**config.mk**
```make
export PLATFORM = sky130hd
export DESIGN_NAME = udp_rx_top
export DESIGN_NICKNAME = d
export VERILOG_FILES = /design/src/common/udp_rx_pkg.sv /design/src/frame_ctrl/rx_frame_ctrl.sv /design/src/verilog/hdr_extract.sv /design/src/payload_align/payload_align.sv /design/src/verilog/udp_rx_top.sv
export SDC_FILE = /design/constraint.sdc
export NUM_CORES = 1
export LEC_CHECK = 0
export BUFFER_PORTS_ARGS = -buffer_cell sky130_fd_sc_hd__buf_2
export CAP_MARGIN = 0
export CORE_MARGIN = 2
export CORE_UTILIZATION = 49
export CTS_CLUSTER_SIZE = 12
export DETAILED_ROUTE_END_ITERATION = 12
export GPL_TIMING_DRIVEN = 0
export PLACE_DENSITY = 0.72
export SLEW_MARGIN = 20
export SYNTH_ARGS = -nofsm -noshare
export SYNTH_HDL_FRONTEND = slang
export SYNTH_SLANG_ARGS = --single-unit
```
**constraint.sdc**
```tcl
create_clock -name iClk -period 6.6 [get_ports iClk]
set_input_delay 0.33 -clock iClk [delete_from_list [all_inputs] [get_ports iClk]]
set_output_delay 0.33 -clock iClk [all_outputs]
set_load 0.01 [all_outputs]
```
**src/common/udp_rx_pkg.sv**
```systemverilog
package udp_rx_pkg;

    // ======================================================================
    // Stream geometry
    // ======================================================================

    // Bytes per beat and data width of the MAC stream
    localparam int DATA_BYTES = 4;
    localparam int DATA_W     = DATA_BYTES * 8;

    // Beats captured before the validator is asked (bytes 0..39)
    localparam int HDR_BEATS = 10;

    // Lanes of the first payload beat still holding UDP header bytes
    localparam int PAY_OFFSET = 2;

    // Subtracted from the UDP length to get the payload length
    localparam int UDP_HDR_LEN = 8;

    // ======================================================================
    // Field byte offsets within the frame
    // ======================================================================
    localparam int OFF_DST_MAC   = 0;
    localparam int OFF_SRC_MAC   = 6;
    localparam int OFF_ETHERTYPE = 12;
    localparam int OFF_IP        = 14;
    localparam int OFF_TOTAL_LEN = 16;
    localparam int OFF_PROTOCOL  = 23;
    localparam int OFF_SRC_IP    = 26;
    localparam int OFF_DST_IP    = 30;
    localparam int OFF_SRC_PORT  = 34;
    localparam int OFF_DST_PORT  = 36;
    localparam int OFF_UDP_LEN   = 38;

    // 16-bit words of the 20-byte IPv4 header, checksum field included
    localparam int IP_SUM_WORDS = 10;

    // Protocol identifiers for a UDP over IPv4 frame
    localparam logic [15:0] ETHERTYPE_IPV4 = 16'h0800;
    localparam logic [7:0]  IP_PROTO_UDP   = 8'd17;

    // One stream beat, lane 0 in data[7:0]
    typedef struct packed {
        logic [DATA_W-1:0]     data;
        logic [DATA_BYTES-1:0] keep;
        logic                  last;
        logic                  user;
    } axis_beat_t;

    // Raw header beats, index is the beat number
    typedef logic [HDR_BEATS-1:0][DATA_W-1:0] hdr_raw_t;

    // Extracted header, multi-byte fields in network order
    typedef struct packed {
        logic [47:0] dst_mac;
        logic [47:0] src_mac;
        logic [15:0] ethertype;
        logic [3:0]  ip_version;
        logic [3:0]  ip_ihl;
        logic [7:0]  protocol;
        logic [15:0] total_len;
        logic [31:0] src_ip;
        logic [31:0] dst_ip;
        logic [15:0] src_port;
        logic [15:0] dst_port;
        logic [15:0] udp_len;
        logic [31:0] csum_accum;
        logic [15:0] payload_len;
    } udp_hdr_t;

endpackage

```
**src/frame_ctrl/rx_frame_ctrl.sv**
```systemverilog
`timescale 1ns/1ns

module rx_frame_ctrl
    import udp_rx_pkg::*;
(
    input  logic       iClk,
    input  logic       arst_n,
    input  axis_beat_t eth_in,
    input  logic       eth_valid,
    output logic       eth_ready,
    output hdr_raw_t   hdr_raw,
    output logic       hdr_done,
    input  logic       accept,
    input  logic       drop,
    output axis_beat_t fwd_beat,
    output logic       fwd_valid,
    output logic       fwd_first,
    input  logic       fwd_ready,
    output logic       stat_dropped
);

    localparam int CNT_W = $clog2(HDR_BEATS);
    localparam logic [CNT_W-1:0] LAST_HDR = CNT_W'(HDR_BEATS - 1);

    // IDLE takes beat 0, HDR the rest of the header
    typedef enum logic [2:0] {
        ST_IDLE,
        ST_HDR,
        ST_VERDICT,
        ST_PAYLOAD,
        ST_ABSORB
    } state_t;

    state_t           state;
    logic [CNT_W-1:0] beat_cnt;
    logic             xfer;
    logic             in_hdr;
    logic             hdr_abort;

    assign xfer      = eth_valid && eth_ready;
    assign in_hdr    = (state == ST_IDLE) || (state == ST_HDR);
    // Frame error or a frame that ends inside the header
    assign hdr_abort = eth_in.user || eth_in.last;

    // Payload beats go straight on, the aligner registers them
    assign fwd_beat  = eth_in;
    assign fwd_valid = xfer && (state == ST_PAYLOAD);

    // ======================================================================
    // Header beat capture
    // ======================================================================
    always_ff @(posedge iClk) begin
        if (xfer && in_hdr) begin
            hdr_raw[beat_cnt] <= eth_in.data;
        end
    end

    // ======================================================================
    // Frame FSM
    // ======================================================================
    always_ff @(posedge iClk or negedge arst_n) begin
        if (!arst_n) begin
            state        <= ST_IDLE;
            beat_cnt     <= '0;
            eth_ready    <= 1'b0;
            hdr_done     <= 1'b0;
            fwd_first    <= 1'b0;
            stat_dropped <= 1'b0;
        end else begin
            // Single-cycle strobes
            hdr_done     <= 1'b0;
            stat_dropped <= 1'b0;

            case (state)
                ST_IDLE, ST_HDR: begin
                    eth_ready <= 1'b1;
                    if (xfer) begin
                        if (hdr_abort) begin
                            // Early abort, rest of an errored frame is absorbed
                            stat_dropped <= 1'b1;
                            beat_cnt     <= '0;
                            state        <= eth_in.last ? ST_IDLE : ST_ABSORB;
                        end else if (beat_cnt == LAST_HDR) begin
                            // Header complete, hold input for the verdict
                            eth_ready <= 1'b0;
                            hdr_done  <= 1'b1;
                            beat_cnt  <= '0;
                            state     <= ST_VERDICT;
                        end else begin
                            beat_cnt <= beat_cnt + 1'b1;
                            state    <= ST_HDR;
                        end
                    end
                end

                ST_VERDICT: begin
                    // Accept has priority over drop
                    if (accept) begin
                        eth_ready <= fwd_ready;
                        fwd_first <= 1'b1;
                        state     <= ST_PAYLOAD;
                    end else if (drop) begin
                        eth_ready    <= 1'b1;
                        stat_dropped <= 1'b1;
                        state        <= ST_ABSORB;
                    end
                end

                ST_PAYLOAD: begin
                    // Ready follows the aligner one cycle late
                    eth_ready <= fwd_ready;
                    if (fwd_valid) begin
                        fwd_first <= 1'b0;
                        if (eth_in.last) begin
                            eth_ready <= 1'b1;
                            state     <= ST_IDLE;
                        end
                    end
                end

                ST_ABSORB: begin
                    // Swallow beats up to last, nothing leaves
                    eth_ready <= 1'b1;
                    if (xfer && eth_in.last) begin
                        state <= ST_IDLE;
                    end
                end

                default: begin
                    state <= ST_IDLE;
                end
            endcase
        end
    end

    // A beat reaches the aligner only after it granted room the cycle before
    a_fwd_granted: assert property (@(posedge iClk) disable iff (!arst_n)
        fwd_valid |-> $past(fwd_ready));

endmodule

```
**src/verilog/hdr_extract.sv**
```systemverilog
`timescale 1ns/1ns

module hdr_extract
    import udp_rx_pkg::*;
(
    input  logic     iClk,
    input  logic     arst_n,
    input  hdr_raw_t hdr_raw,
    input  logic     hdr_done,
    output udp_hdr_t hdr,
    output logic     hdr_valid
);

    udp_hdr_t    hdr_next;
    logic [31:0] sum;

    // Frame byte n lives in beat n/4, lane n%4
    function automatic logic [7:0] raw_byte(input hdr_raw_t raw, input int unsigned n);
        raw_byte = raw[n / DATA_BYTES][8 * (n % DATA_BYTES) +: 8];
    endfunction

    // Multi-byte fields, first byte most significant
    function automatic logic [15:0] raw_word(input hdr_raw_t raw, input int unsigned n);
        raw_word = {raw_byte(raw, n), raw_byte(raw, n + 1)};
    endfunction

    function automatic logic [31:0] raw_dword(input hdr_raw_t raw, input int unsigned n);
        raw_dword = {raw_word(raw, n), raw_word(raw, n + 2)};
    endfunction

    function automatic logic [47:0] raw_mac(input hdr_raw_t raw, input int unsigned n);
        raw_mac = {raw_word(raw, n), raw_word(raw, n + 2), raw_word(raw, n + 4)};
    endfunction

    // ======================================================================
    // IPv4 header word sum, validator folds and checks it
    // ======================================================================
    always_comb begin
        sum = '0;
        for (int i = 0; i < IP_SUM_WORDS; i++) begin
            sum = sum + 32'(raw_word(hdr_raw, OFF_IP + 2 * i));
        end
    end

    // Field split
    always_comb begin
        hdr_next             = '0;
        hdr_next.dst_mac     = raw_mac(hdr_raw, OFF_DST_MAC);
        hdr_next.src_mac     = raw_mac(hdr_raw, OFF_SRC_MAC);
        hdr_next.ethertype   = raw_word(hdr_raw, OFF_ETHERTYPE);
        // Version in the high nibble, IHL in the low one
        {hdr_next.ip_version, hdr_next.ip_ihl} = raw_byte(hdr_raw, OFF_IP);
        hdr_next.protocol    = raw_byte(hdr_raw, OFF_PROTOCOL);
        hdr_next.total_len   = raw_word(hdr_raw, OFF_TOTAL_LEN);
        hdr_next.src_ip      = raw_dword(hdr_raw, OFF_SRC_IP);
        hdr_next.dst_ip      = raw_dword(hdr_raw, OFF_DST_IP);
        hdr_next.src_port    = raw_word(hdr_raw, OFF_SRC_PORT);
        hdr_next.dst_port    = raw_word(hdr_raw, OFF_DST_PORT);
        hdr_next.udp_len     = raw_word(hdr_raw, OFF_UDP_LEN);
        hdr_next.csum_accum  = sum;
        hdr_next.payload_len = hdr_next.udp_len - 16'(UDP_HDR_LEN);
    end

    // Header held until the next frame's capture completes
    always_ff @(posedge iClk) begin
        if (hdr_done) begin
            hdr <= hdr_next;
        end
    end

    always_ff @(posedge iClk or negedge arst_n) begin
        if (!arst_n) begin
            hdr_valid <= 1'b0;
        end else begin
            hdr_valid <= hdr_done;
        end
    end

endmodule

```
**src/payload_align/payload_align.sv**
```systemverilog
`timescale 1ns/1ns

module payload_align
    import udp_rx_pkg::*;
(
    input  logic       iClk,
    input  logic       arst_n,
    input  axis_beat_t fwd_beat,
    input  logic       fwd_valid,
    input  logic       fwd_first,
    output logic       fwd_ready,
    output axis_beat_t pay_out,
    output logic       pay_valid,
    input  logic       pay_ready,
    output logic       stat_received
);

    localparam int HOLD_W = PAY_OFFSET * 8;

    // Upper lanes of the previous beat, first in the stream
    logic [HOLD_W-1:0]     hold_data;
    // Pending tail beat after a last beat with more than two bytes
    logic                  flush_pend;
    logic [PAY_OFFSET-1:0] flush_keep;
    logic                  flush_user;
    // Second slot behind pay_out, catches the beat in flight while ready drops
    axis_beat_t            skid_beat;
    logic                  skid_valid;

    logic [2:0]            in_cnt;
    logic [2:0]            first_cnt;
    logic [DATA_BYTES-1:0] rem_keep;
    logic                  split_flush;
    logic                  zero_pay;
    logic                  prod_valid;
    axis_beat_t            prod_beat;

    function automatic logic [2:0] count_bytes(input logic [DATA_BYTES-1:0] keep);
        count_bytes = '0;
        for (int i = 0; i < DATA_BYTES; i++) begin
            count_bytes = count_bytes + 3'(keep[i]);
        end
    endfunction

    // Low-aligned keep for n bytes
    function automatic logic [DATA_BYTES-1:0] keep_mask(input logic [2:0] n);
        keep_mask = DATA_BYTES'((5'd1 << n) - 5'd1);
    endfunction

    assign fwd_ready = !flush_pend && !skid_valid && (!pay_valid || pay_ready);

    // ======================================================================
    // Output beat generation
    // ======================================================================
    always_comb begin
        in_cnt      = count_bytes(fwd_beat.keep);
        first_cnt   = (in_cnt > 3'(PAY_OFFSET)) ? in_cnt - 3'(PAY_OFFSET) : 3'd0;
        rem_keep    = keep_mask(in_cnt - 3'(PAY_OFFSET));
        split_flush = 1'b0;
        zero_pay    = 1'b0;
        prod_valid  = 1'b0;
        prod_beat   = '0;
        if (flush_pend) begin
            // Tail with the held bytes only
            prod_valid     = !skid_valid;
            prod_beat.data = {{(DATA_W - HOLD_W){1'b0}}, hold_data};
            prod_beat.keep = {{(DATA_BYTES - PAY_OFFSET){1'b0}}, flush_keep};
            prod_beat.last = 1'b1;
            prod_beat.user = flush_user;
        end else if (fwd_valid && fwd_first) begin
            // Byte 40 beat, lanes 0-1 are the UDP checksum
            prod_valid     = fwd_beat.last && (first_cnt != 3'd0);
            zero_pay       = fwd_beat.last && (first_cnt == 3'd0);
            prod_beat.data = {{HOLD_W{1'b0}}, fwd_beat.data[DATA_W-1:HOLD_W]};
            prod_beat.keep = keep_mask(first_cnt);
            prod_beat.last = 1'b1;
            prod_beat.user = fwd_beat.user;
        end else if (fwd_valid) begin
            prod_valid     = 1'b1;
            prod_beat.data = {fwd_beat.data[DATA_W-HOLD_W-1:0], hold_data};
            prod_beat.keep = '1;
            if (fwd_beat.last) begin
                if (in_cnt > 3'(PAY_OFFSET)) begin
                    split_flush = 1'b1;
                end else begin
                    prod_beat.keep = keep_mask(in_cnt + 3'(PAY_OFFSET));
                    prod_beat.last = 1'b1;
                    prod_beat.user = fwd_beat.user;
                end
            end
        end
    end

    // Data path
    always_ff @(posedge iClk) begin
        if (fwd_valid) begin
            hold_data <= fwd_beat.data[DATA_W-1:HOLD_W];
        end
        if (split_flush) begin
            flush_keep <= rem_keep[PAY_OFFSET-1:0];
            flush_user <= fwd_beat.user;
        end
        if (!pay_valid || pay_ready) begin
            if (skid_valid) begin
                pay_out <= skid_beat;
            end else if (prod_valid) begin
                pay_out <= prod_beat;
            end
        end
        if (prod_valid) begin
            skid_beat <= prod_beat;
        end
    end

    // ======================================================================
    // Output register and skid slot control
    // ======================================================================
    always_ff @(posedge iClk or negedge arst_n) begin
        if (!arst_n) begin
            flush_pend    <= 1'b0;
            skid_valid    <= 1'b0;
            pay_valid     <= 1'b0;
            stat_received <= 1'b0;
        end else begin
            // Frame done when its final beat is queued, or it had no payload
            stat_received <= (prod_valid && prod_beat.last) || zero_pay;
            if (flush_pend && !skid_valid) begin
                flush_pend <= 1'b0;
            end else if (split_flush) begin
                flush_pend <= 1'b1;
            end
            if (!pay_valid || pay_ready) begin
                pay_valid  <= skid_valid || prod_valid;
                skid_valid <= skid_valid && prod_valid;
            end else if (prod_valid) begin
                skid_valid <= 1'b1;
            end
        end
    end

    a_pay_stable: assert property (@(posedge iClk) disable iff (!arst_n)
        pay_valid && !pay_ready |=> pay_valid && $stable(pay_out));

endmodule

```
**src/verilog/udp_rx_top.sv**
```systemverilog
`timescale 1ns/1ns

module udp_rx_top
    import udp_rx_pkg::*;
(
    input  logic       iClk,
    input  logic       arst_n,
    // MAC side
    input  axis_beat_t eth_in,
    input  logic       eth_valid,
    output logic       eth_ready,
    // Realigned payload
    output axis_beat_t pay_out,
    output logic       pay_valid,
    input  logic       pay_ready,
    // Header to the validator and its answer
    output udp_hdr_t   hdr,
    output logic       hdr_valid,
    input  logic       accept,
    input  logic       drop,
    // Frame statistics
    output logic       stat_received,
    output logic       stat_dropped
);

    // Header beats towards the extractor
    hdr_raw_t   hdr_raw;
    logic       hdr_done;

    // Payload beats towards the aligner
    axis_beat_t fwd_beat;
    logic       fwd_valid;
    logic       fwd_first;
    logic       fwd_ready;

    // Input side, header capture and verdict handling
    rx_frame_ctrl u_frame_ctrl (
        .iClk, .arst_n,
        .eth_in, .eth_valid, .eth_ready,
        .hdr_raw, .hdr_done,
        .accept, .drop,
        .fwd_beat, .fwd_valid, .fwd_first, .fwd_ready,
        .stat_dropped
    );

    hdr_extract u_hdr_extract (
        .iClk, .arst_n, .hdr_raw, .hdr_done, .hdr, .hdr_valid
    );

    // Output side, two-byte shift down to lane 0
    payload_align u_payload_align (
        .iClk, .arst_n,
        .fwd_beat, .fwd_valid, .fwd_first, .fwd_ready,
        .pay_out, .pay_valid, .pay_ready,
        .stat_received
    );

endmodule

```
==> results.toml, run 1 <==
[synthesis]
avgSynthCellArea_um2 = 19.0
synth_cell_types = 73
ys_warn_count = 0
synth.largest_area_cell = "edfxtp_1"
yosysSeqAreaShare_pct = 77.2
async_reset_ff_share_pct = 2.22
synth_flop_cell = "edfxtp_1"
ys_seq_elements = 720
yosysMostFrequentCell = "edfxtp_1"
syn_area_mm2 = 0.0279
synth_top_area_share_pct = 75.8
synth_edf_count = 704
synth_commonest_cells = "edfxtp_1 (704), inv_1 (147), fa_1 (113)"
postSynthCellCount = 1467
ys_top_cells_by_area = "edfxtp_1 (76%), fa_1 (8.1%), inv_1 (2.0%), ha_1 (1.9%), mux2_2 (1.5%)"

[final_layout]
fin_cells = 2770
regArea_mm2 = 0.0215
nFillCells = 4131
layout-drive-gt1-share_pct = 29.6
stdcell_area_mm2 = 0.0338
final_net_count = 2170
finalCoreUtilization_pct = 59.9
multi_input_area_mm2 = 0.00574
syn_to_final_growth_pct = 21.1

[power]
power_mw = 9.51
pwr_density_cell_mw_per_mm2 = 282
leakage_nw = 12.8
ir_drop_mv = 0.249

[sta]
holdWs_ns = 0.0684
setup_viol = 0
hold_viol = 0
finalCritPeriodShare_pct = 96.1
tightest_slew_ns = 0.962
fin_ws_ns = 0.258
slew_headroom_pct = 35.3
fin_skew_ns = 0.0220
max_freq_mhz = 158
tns_ns = 0
fin_crit_ns = 6.34
slew_violations = 0

[die]
die_w_um = 243
rows = 87
die_h_um = 243
initial_core_util_pct = 49.5
io_pins = 391
die_area_mm2 = 0.0589
core-area_mm2 = 0.0564

[clock_tree]
cts_tree = "done"
clk_latency_ns = 0.61
clkSinkCount = 720
cts.clk_slew.worst_paths_ns = 0.06
cts_buffer_depth = 3
cts_root_buf = "clkbuf_16"
h-tree-depth = 3
cts_buffers = 76

[grt]
grt.total_usage_pct = 21.0
grt_remaining_overflow = 0
first_global_vias = 14975
antenna_found_initial = 1
grt_max_degree = 67
grt_pass1_wl_um = 91700

[critical_path]
crit_path_start_kind = "flop"
crit_arrival_ns = 6.72
cp.required_ns = 6.98
crit_type = "flop to flop"
crit_path_max_fanout = 7
ff2ff_setup_slack_ns = 0.26
cp-end-kind = "flop"

[drt]
detail_route.first_pass.iterations = 5
routed_wl_um = 61600
avgRoutedWirePerCell_um = 22.2
met3_length_um = 4710
drt-vias-per-instance = 5.24
drt-initial-drc-count = 1002
wl_met1_um = 24700
ant_nets = 0
top_layer = "met5"
drc_errors = 0
vias = 14516
wl_met2_um = 30600

[placed_design]
io_buffers = 378
placed_cells = 2644
placed_area_mm2 = 0.0314
pre_cts_slack_ns = 0.123
dp_hpwl_um = 43400
gp_congestion = 0.873

[flow_run]
maxCapViolations = 0

[hold_path]
hold_class = "primary input to flop"

[run_status]
status = "complete, no violations"
==> where the power goes <==
part | switching (mW) | internal, mW
combinational | 0.244 | 0.112
sequential | 0.0153 | 5.07
clock | 1.66 | 2.41
==> critical path, cell delays in order, from the launching register on <==
cell,delay [ns]
edfxtp_1,0.42
ha_1,0.34
a211o_1,0.31
a21o_1,0.20
a2111oi_2,0.48
nor2_1,0.16
a311oi_2,0.34
fa_1,0.51
fa_1,0.53
fa_1,0.53
fa_1,0.54
inv_1,0.04
ha_1,0.26
clkbuf_1,0.28
o21a_1,0.17
o21ai_0,0.15
a211o_2,0.37
a2111o_1,0.38
o311ai_1,0.10
==> worst paths after layout <==
check / startpoint / end / cells after the start
min in group asynchronous: arst_n / u_frame_ctrl.eth_ready / 2
setup / recovery: u_frame_ctrl.hdr_raw[121] / u_hdr_extract.hdr[32] / 18
setup reg to reg: u_frame_ctrl.hdr_raw[121] / u_hdr_extract.hdr[32] / 18
hold / removal: pay_ready / u_payload_align.skid_valid / 4
max in group asynchronous: arst_n / u_frame_ctrl.hdr_done / 2
hold reg to reg: u_frame_ctrl.hdr_raw[96] / u_hdr_extract.hdr[200] / 0
==> routing by layer <==
metal / vias to the layer above / global-route usage (%)
met5: - / 0
met4: 2 / 7.31
met3: 96 / 5.08
met2: 595 / 34.7
met1: 7397 / 27.6
li1: 6426 / -
==> registers in the layout, indices dropped and copies added (netlist names), 2 cells and up <==
register,cells
u_frame_ctrl.hdr_raw,320
u_hdr_extract.hdr,289
u_payload_align.pay_out,38
u_payload_align.skid_beat,38
u_payload_align.hold_data,16
u_frame_ctrl.beat_cnt,4
u_frame_ctrl.state,3
u_payload_align.flush_keep,2
==> timing repair <==
action	4_1_cts	5_1_grt
hold endpoints to repair	18	0
setup endpoints to repair	0	5
resized for setup	0	5
hold buffers	3	0
setup buffers	0	1
==> cell families after synthesis <==
| family | after synthesis | share of synthesized area, % |
|---|---|---|
| AOI/OAI and AO/OA | 160 | 4.16 |
| xor gates and xnor gates | 28 | 0.879 |
| adders and majority gates | 156 | 10.0 |
| buffers and inverters | 184 | 2.70 |
| DFF | 720 | 77.2 |
| muxes | 41 | 1.63 |
| other | 1 | 0.0134 |
| and+or+nand+nor | 177 | 3.37 |
==> placed cells by master (no fill, tap or decap), types with 5 or more instances in the layout <==
cell         n
nor3_1      14
and2_1      19
fa_1       113
nor2_1      34
mux2_2      36
a21o_1       9
nand2b_1    13
clkbuf_16   76
a211oi_1     7
nand2_1     36
nor2b_1      7
a21oi_1     37
nand3_1     10
o21ai_0     24
ha_1        43
bufinv_16    7
buf_4       26
mux2i_1      5
xnor2_1     15
buf_12       8
o21a_1      10
or2_2        5
buf_16       8
dfrtp_1     15
inv_1      146
nor2_4       7
buf_2      384
nor4_1       5
xor2_1      13
edfxtp_1   704
conb_1      12
a22o_1      16
clkbuf_1    37
==> layout make-up <==
| class | count | share of cell area (%) |
|---|---|---|
| plain buffers | 37 | 0.600 |
| inverters | 147 | 1.63 |
| multi-input cells | 574 | 17.0 |
| clock buffers | 98 | 5.93 |
| flip-flops and latches | 720 | 63.8 |
| repair buffers | 414 | 7.23 |
| diodes | 1 | 0.00741 |
| well taps | 756 | 2.80 |
| clock inverters | 23 | 0.997 |
Power figures use the tool's default switching activity.
==> inputs of run 2 (changes only) <==
==> constraint.sdc (replaced) <==
create_clock -name iClk -period 6.6 [get_ports iClk]
set_input_delay 0.99 -clock iClk [delete_from_list [all_inputs] [get_ports iClk]]
set_output_delay 0.99 -clock iClk [all_outputs]
set_load 0.01 [all_outputs]
==> run 2 against run 1 <==
Effect of this change: sequential cell count is the same; cell area about the same; critical path depth is the same; wire length shrank 0.28%; combinational power hardly changed; first-iteration DRC count shrank 10%; non-clock buffer count is 3 lower; global-route usage hardly changed; clock power about the same; clock skew shrank 0.0016 ns; critical path type unchanged; critical endpoint unchanged; largest power group unchanged.
==> results.toml, run 2 (same netlist as run 1, synthesis figures left out) <==
[die]
die_h_um = 243
initial_core_util_pct = 49.5
core-area_mm2 = 0.0564
die_w_um = 243
die_area_mm2 = 0.0589
io_pins = 391
rows = 87

[critical_path]
crit_path_start_kind = "flop"
crit_type = "flop to flop"
r2r_end = "u_hdr_extract.hdr[32]"
cpPeakStageDelay_ns = 0.54
crit_family = "adder cells"
crit_chain = "ha_1, a211o_1, a21o_1, a2111oi_2, nor2_1, a311oi_2, fa_1, fa_1, fa_1, fa_1, inv_1, ha_1, clkbuf_1, o21a_1, o21ai_0, a211o_2, a2111o_1, o311ai_1"
cp-end-kind = "flop"
crit_arrival_ns = 6.72
timing.rr.start = "u_frame_ctrl.hdr_raw[121]"
ff2ff_path_depth = 18
crit_path_max_fanout = 7
crit_path_frequent_cell = "fa_1"
ff2ff_setup_slack_ns = 0.26
cp_slowest_cell = "fa_1"
crit_buf_inv = 2
cp.required_ns = 6.98

[clock_tree]
ctsHoldBuffers = 0
clkSinkCount = 720
cts_root_buf = "clkbuf_16"
cts.clk_slew.worst_paths_ns = 0.06
clk_latency_ns = 0.61
cts_tree = "done"
cts_buffer_depth = 3
h-tree-depth = 3
cts_buffers = 76

[placed_design]
gp_congestion = 0.873
placed_area_mm2 = 0.0314
dp_hpwl_um = 43400
io_buffers = 378

[grt]
grt_remaining_overflow = 0
antenna_found_initial = 1
grt_pass1_wl_um = 91600
first_global_vias = 14956
grt.total_usage_pct = 21.0
grt_max_degree = 67

[drt]
detail_route.first_pass.iterations = 6
routed_wl_um = 61400
ant_nets = 0
drt-vias-per-instance = 5.23
avgRoutedWirePerCell_um = 22.2
drc_errors = 0
drt-initial-drc-count = 897
vias = 14469

[power]
leakage_nw = 12.8
ir_drop_mv = 0.248
pwr_density_cell_mw_per_mm2 = 282

[final_layout]
top_register = "u_frame_ctrl.hdr_raw"
final_net_count = 2167
largest_reg_flops = 320
mostFrequentLayoutCells = "edfxtp_1 (704), buf_2 (384), inv_1 (146)"
nFillCells = 4134
stdcell_area_mm2 = 0.0337
layout-drive-gt1-share_pct = 29.6
largestRegisters = "u_frame_ctrl.hdr_raw x320, u_hdr_extract.hdr x289"
n_antenna_cell = 0
syn_to_final_growth_pct = 20.9
mostFrequentLayoutCell = "edfxtp_1"

[sta]
slew_headroom_pct = 34.4
tightest_slew_ns = 0.976
setup_viol = 0
tns_ns = 0
hold_viol = 0
finalCritPeriodShare_pct = 96.1
max_freq_mhz = 158
fin_skew_ns = 0.0204
holdWs_ns = 0.306
fin_crit_ns = 6.34
slew_violations = 0

[hold_path]
hold_class = "primary input to async pin"

[flow_run]
maxCapViolations = 0

[run_status]
status = "complete, no violations"
[run 2: cell count changes in the layout (fill, tap and decap cells not counted)]
cell	delta
diode_2	-1
dlygate4sd3_1	-3
[run 2: worst max-delay path by stage]
stage	from	end	cells past startpoint
floorplan	u_frame_ctrl.hdr_raw[136]	u_hdr_extract.hdr[35]	18
global placement	eth_valid	u_frame_ctrl.hdr_raw[267]	5
detailed placement	u_frame_ctrl.hdr_raw[137]	u_hdr_extract.hdr[32]	17
CTS	u_frame_ctrl.hdr_raw[121]	u_hdr_extract.hdr[32]	17
finish	u_frame_ctrl.hdr_raw[121]	u_hdr_extract.hdr[32]	18
global route	u_frame_ctrl.hdr_raw[137]	u_hdr_extract.hdr[32]	17
[run 2: stage by stage]
stage          util, %  setup WS (ns)  cells  power, mW
5_1_grt           59.8        -0.0130   2766       9.80
2_1_floorplan        -          0.883   1478       5.37
6_report          59.8          0.257   2766       9.50
4_1_cts           59.8         0.0748   2765       9.60
3_5_place_dp      55.6          0.123   2644       5.54
3_3_place_gp      54.6          -3.10   2612       5.50
[run 2: layout make-up]
type | instances | area [um^2] | area share [%]
Buffer | 37 | 203 | 0.601
Clock buffer | 98 | 2000 | 5.94
Clock inverter | 23 | 337 | 0.998
Inverter | 147 | 552 | 1.64
Multi-Input combinational cell | 574 | 5740 | 17.0
Sequential cell | 720 | 21500 | 63.9
Tap cell | 756 | 946 | 2.80
Timing Repair Buffer | 411 | 2410 | 7.15
[run 2: repair_timing]
| action | in CTS | in global routing |
|---|---|---|
| endpoints found under the setup margin | 0 | 5 |
| gates resized for setup | 0 | 5 |
| buffers inserted | 0 | 1 |
| endpoints found under the hold margin | 0 | 0 |
[run 2: power breakdown]
group	internal (mW)	switching, mW	leakage, nW
combinational	0.111	0.243	4.95
sequential	5.07	0.0152	6.74
clock	2.41	1.65	1.13
total	7.59	1.91	12.8
[run 2: worst register-to-register path, delay by kind of cell, from the launching register on]
kind | cells | cell delay (ns)
adders and majority gates | 6 | 2.71
DFF | 1 | 0.42
buffers and inverters | 2 | 0.33
AOI/OAI and AO/OA | 9 | 2.50
and+or+nand+nor | 1 | 0.16
[run 2: layer usage]
metal | share of wire, % | GRT usage, % | vias up
li1 | - | - | 6422
met4 | 2.6 | 7.33 | 2
met2 | 50 | 34.7 | 613
met5 | 0.013 | 0 | -
met1 | 40 | 27.5 | 7343
met3 | 8.0 | 5.09 | 89
==> inputs of run 3 (changes only) <==
Settings changed: CTS_BUF_LIST from default to sky130_fd_sc_hd__clkbuf_4.
==> run 3 against run 2 <==
Effect of this change: wire length rose by 1.3%; fmax rose by 0.74%; cell area barely moved; combinational power barely moved; sequential share of layout area barely moved; core utilization barely moved; setup slack improved by 0.046 ns; final cell count rose by 7.2%.
==> results.toml, run 3 (same netlist as run 1, synthesis figures left out) <==
[drt]
ant_nets = 0
vias = 15130
detail_route.first_pass.iterations = 5
drt-initial-drc-count = 978
drc_errors = 0
avgRoutedWirePerCell_um = 21.0
routed_wl_um = 62200
drt-vias-per-instance = 5.10

[placed_design]
dp_hpwl_um = 43400
placed_area_mm2 = 0.0314
gp_congestion = 0.873
io_buffers = 378

[clock_tree]
cts_buffers = 178
clk_latency_ns = 1.00
cts_tree = "done"
cts_root_buf = "clkbuf_4"
h-tree-depth = 4
cts_buffer_depth = 3
cts.clk_slew.worst_paths_ns = 0.08
clkSinkCount = 720

[die]
die_area_mm2 = 0.0589
core-area_mm2 = 0.0564
rows = 87
io_pins = 391
die_w_um = 243
die_h_um = 243
initial_core_util_pct = 49.5

[final_layout]
largestRegisters = "u_frame_ctrl.hdr_raw x320, u_hdr_extract.hdr x289"
layout-drive-gt1-share_pct = 35.3
top_register = "u_frame_ctrl.hdr_raw"
largest_reg_flops = 320
finalCoreUtilization_pct = 59.9
mostFrequentLayoutCells = "edfxtp_1 (704), buf_2 (384), clkbuf_4 (265)"
mostFrequentLayoutCell = "edfxtp_1"
final_net_count = 2270
syn_to_final_growth_pct = 21.0
stdcell_area_mm2 = 0.0337

[grt]
grtUsageMet2_pct = 34.8
antenna_found_initial = 2
grtUsageMet3_pct = 7.13
grt.total_usage_pct = 21.5
met1_usage_pct = 26.7
busiest_layer = "met2"
grt_remaining_overflow = 0
grt_max_degree = 67
grt_pass1_wl_um = 93100
first_global_vias = 15930

[flow_run]
maxCapViolations = 0

[power]
pwr_density_cell_mw_per_mm2 = 271
power_mw = 9.16
ir_drop_mv = 0.208
leakage_nw = 13.1

[critical_path]
cp-end-kind = "flop"
cp.required_ns = 7.37
crit_arrival_ns = 7.06
crit_type = "flop to flop"
crit_path_start_kind = "flop"
crit_path_max_fanout = 7

[sta]
fin_crit_ns = 6.30
fin_skew_ns = 0.0550
rsz0062_at_grt = "no"
slew_headroom_pct = 33.4
finalCritPeriodShare_pct = 95.4
tightest_slew_ns = 0.991
hold_viol = 0
max_freq_mhz = 159
setup_viol = 0
slew_violations = 0

[hold_path]
hold_class = "primary input to flop"

[run_status]
status = "complete, no violations"
-- run 3: critical path, cell delays in order, from the launching register on --
cell and delay (ns):
edfxtp_1 0.44, ha_1 0.32, a211o_1 0.31, a21o_1 0.20
a2111oi_2 0.47, nor2_1 0.16, a311oi_2 0.32, fa_1 0.50
fa_1 0.53, fa_1 0.53, fa_1 0.54, inv_1 0.04
ha_1 0.26, clkbuf_1 0.29, o21a_1 0.17, o21ai_0 0.16
a211o_2 0.37, a2111o_1 0.39, o311ai_2 0.08
-- run 3: area by class of cell --
type	instances	area, um^2
clock inverter	53	338
tap	756	946
buffer	37	203
sequential	720	21500
inverter	147	552
timing repair buffer	412	2420
fill	4206	22600
clock buffer	265	1990
multi-input combinational	574	5750
antenna	1	2.50
-- run 3: power breakdown --
part           switching (mW)  internal, mW
combinational           0.243         0.112
sequential             0.0152          5.07
clock                    1.72          2.00
total                    1.98          7.18
-- run 3: timing repair --
item | CTS | global route
resized for setup | 0 | 6
hold buffers | 1 | 0
setup endpoints to repair | 0 | 6
endpoints found under the hold margin | 16 | 0
buffers inserted | 0 | 1
-- run 3: final timing paths --
check | start | endpoint | slack (ns) | cells past startpoint
hold reg to reg | u_frame_ctrl.hdr_raw[11] | u_hdr_extract.hdr[291] | 0.38 | 0
min in group asynchronous | arst_n | u_frame_ctrl.stat_dropped | 0.49 | 2
max in group asynchronous | arst_n | u_frame_ctrl.hdr_done | 5.76 | 2
hold / removal | eth_in[0] | u_payload_align.flush_user | 0.28 | 1
setup reg to reg | u_frame_ctrl.hdr_raw[137] | u_hdr_extract.hdr[32] | 0.30 | 18
setup / recovery | u_frame_ctrl.hdr_raw[137] | u_hdr_extract.hdr[32] | 0.30 | 18
-- run 3: through the flow --
stage	setup slack, ns	instances	setup TNS [ns]	hold slack (ns)
after global routing	0.0105	2965	0	0.143
final	0.303	2965	0	0.282
after global placement	-3.10	2612	-105.77	0.400
after CTS	0.0440	2963	0	0.107
after floorplan	0.883	1478	0	0.400
after detailed placement	0.123	2644	0	0.405
-- run 3: layer usage --
layer / vias to the layer above / wire, um
met5: - / 8
met1: 7639 / 24900
met2: 618 / 30600
li1: 6767 / -
met4: 2 / 1730
met3: 104 / 4940
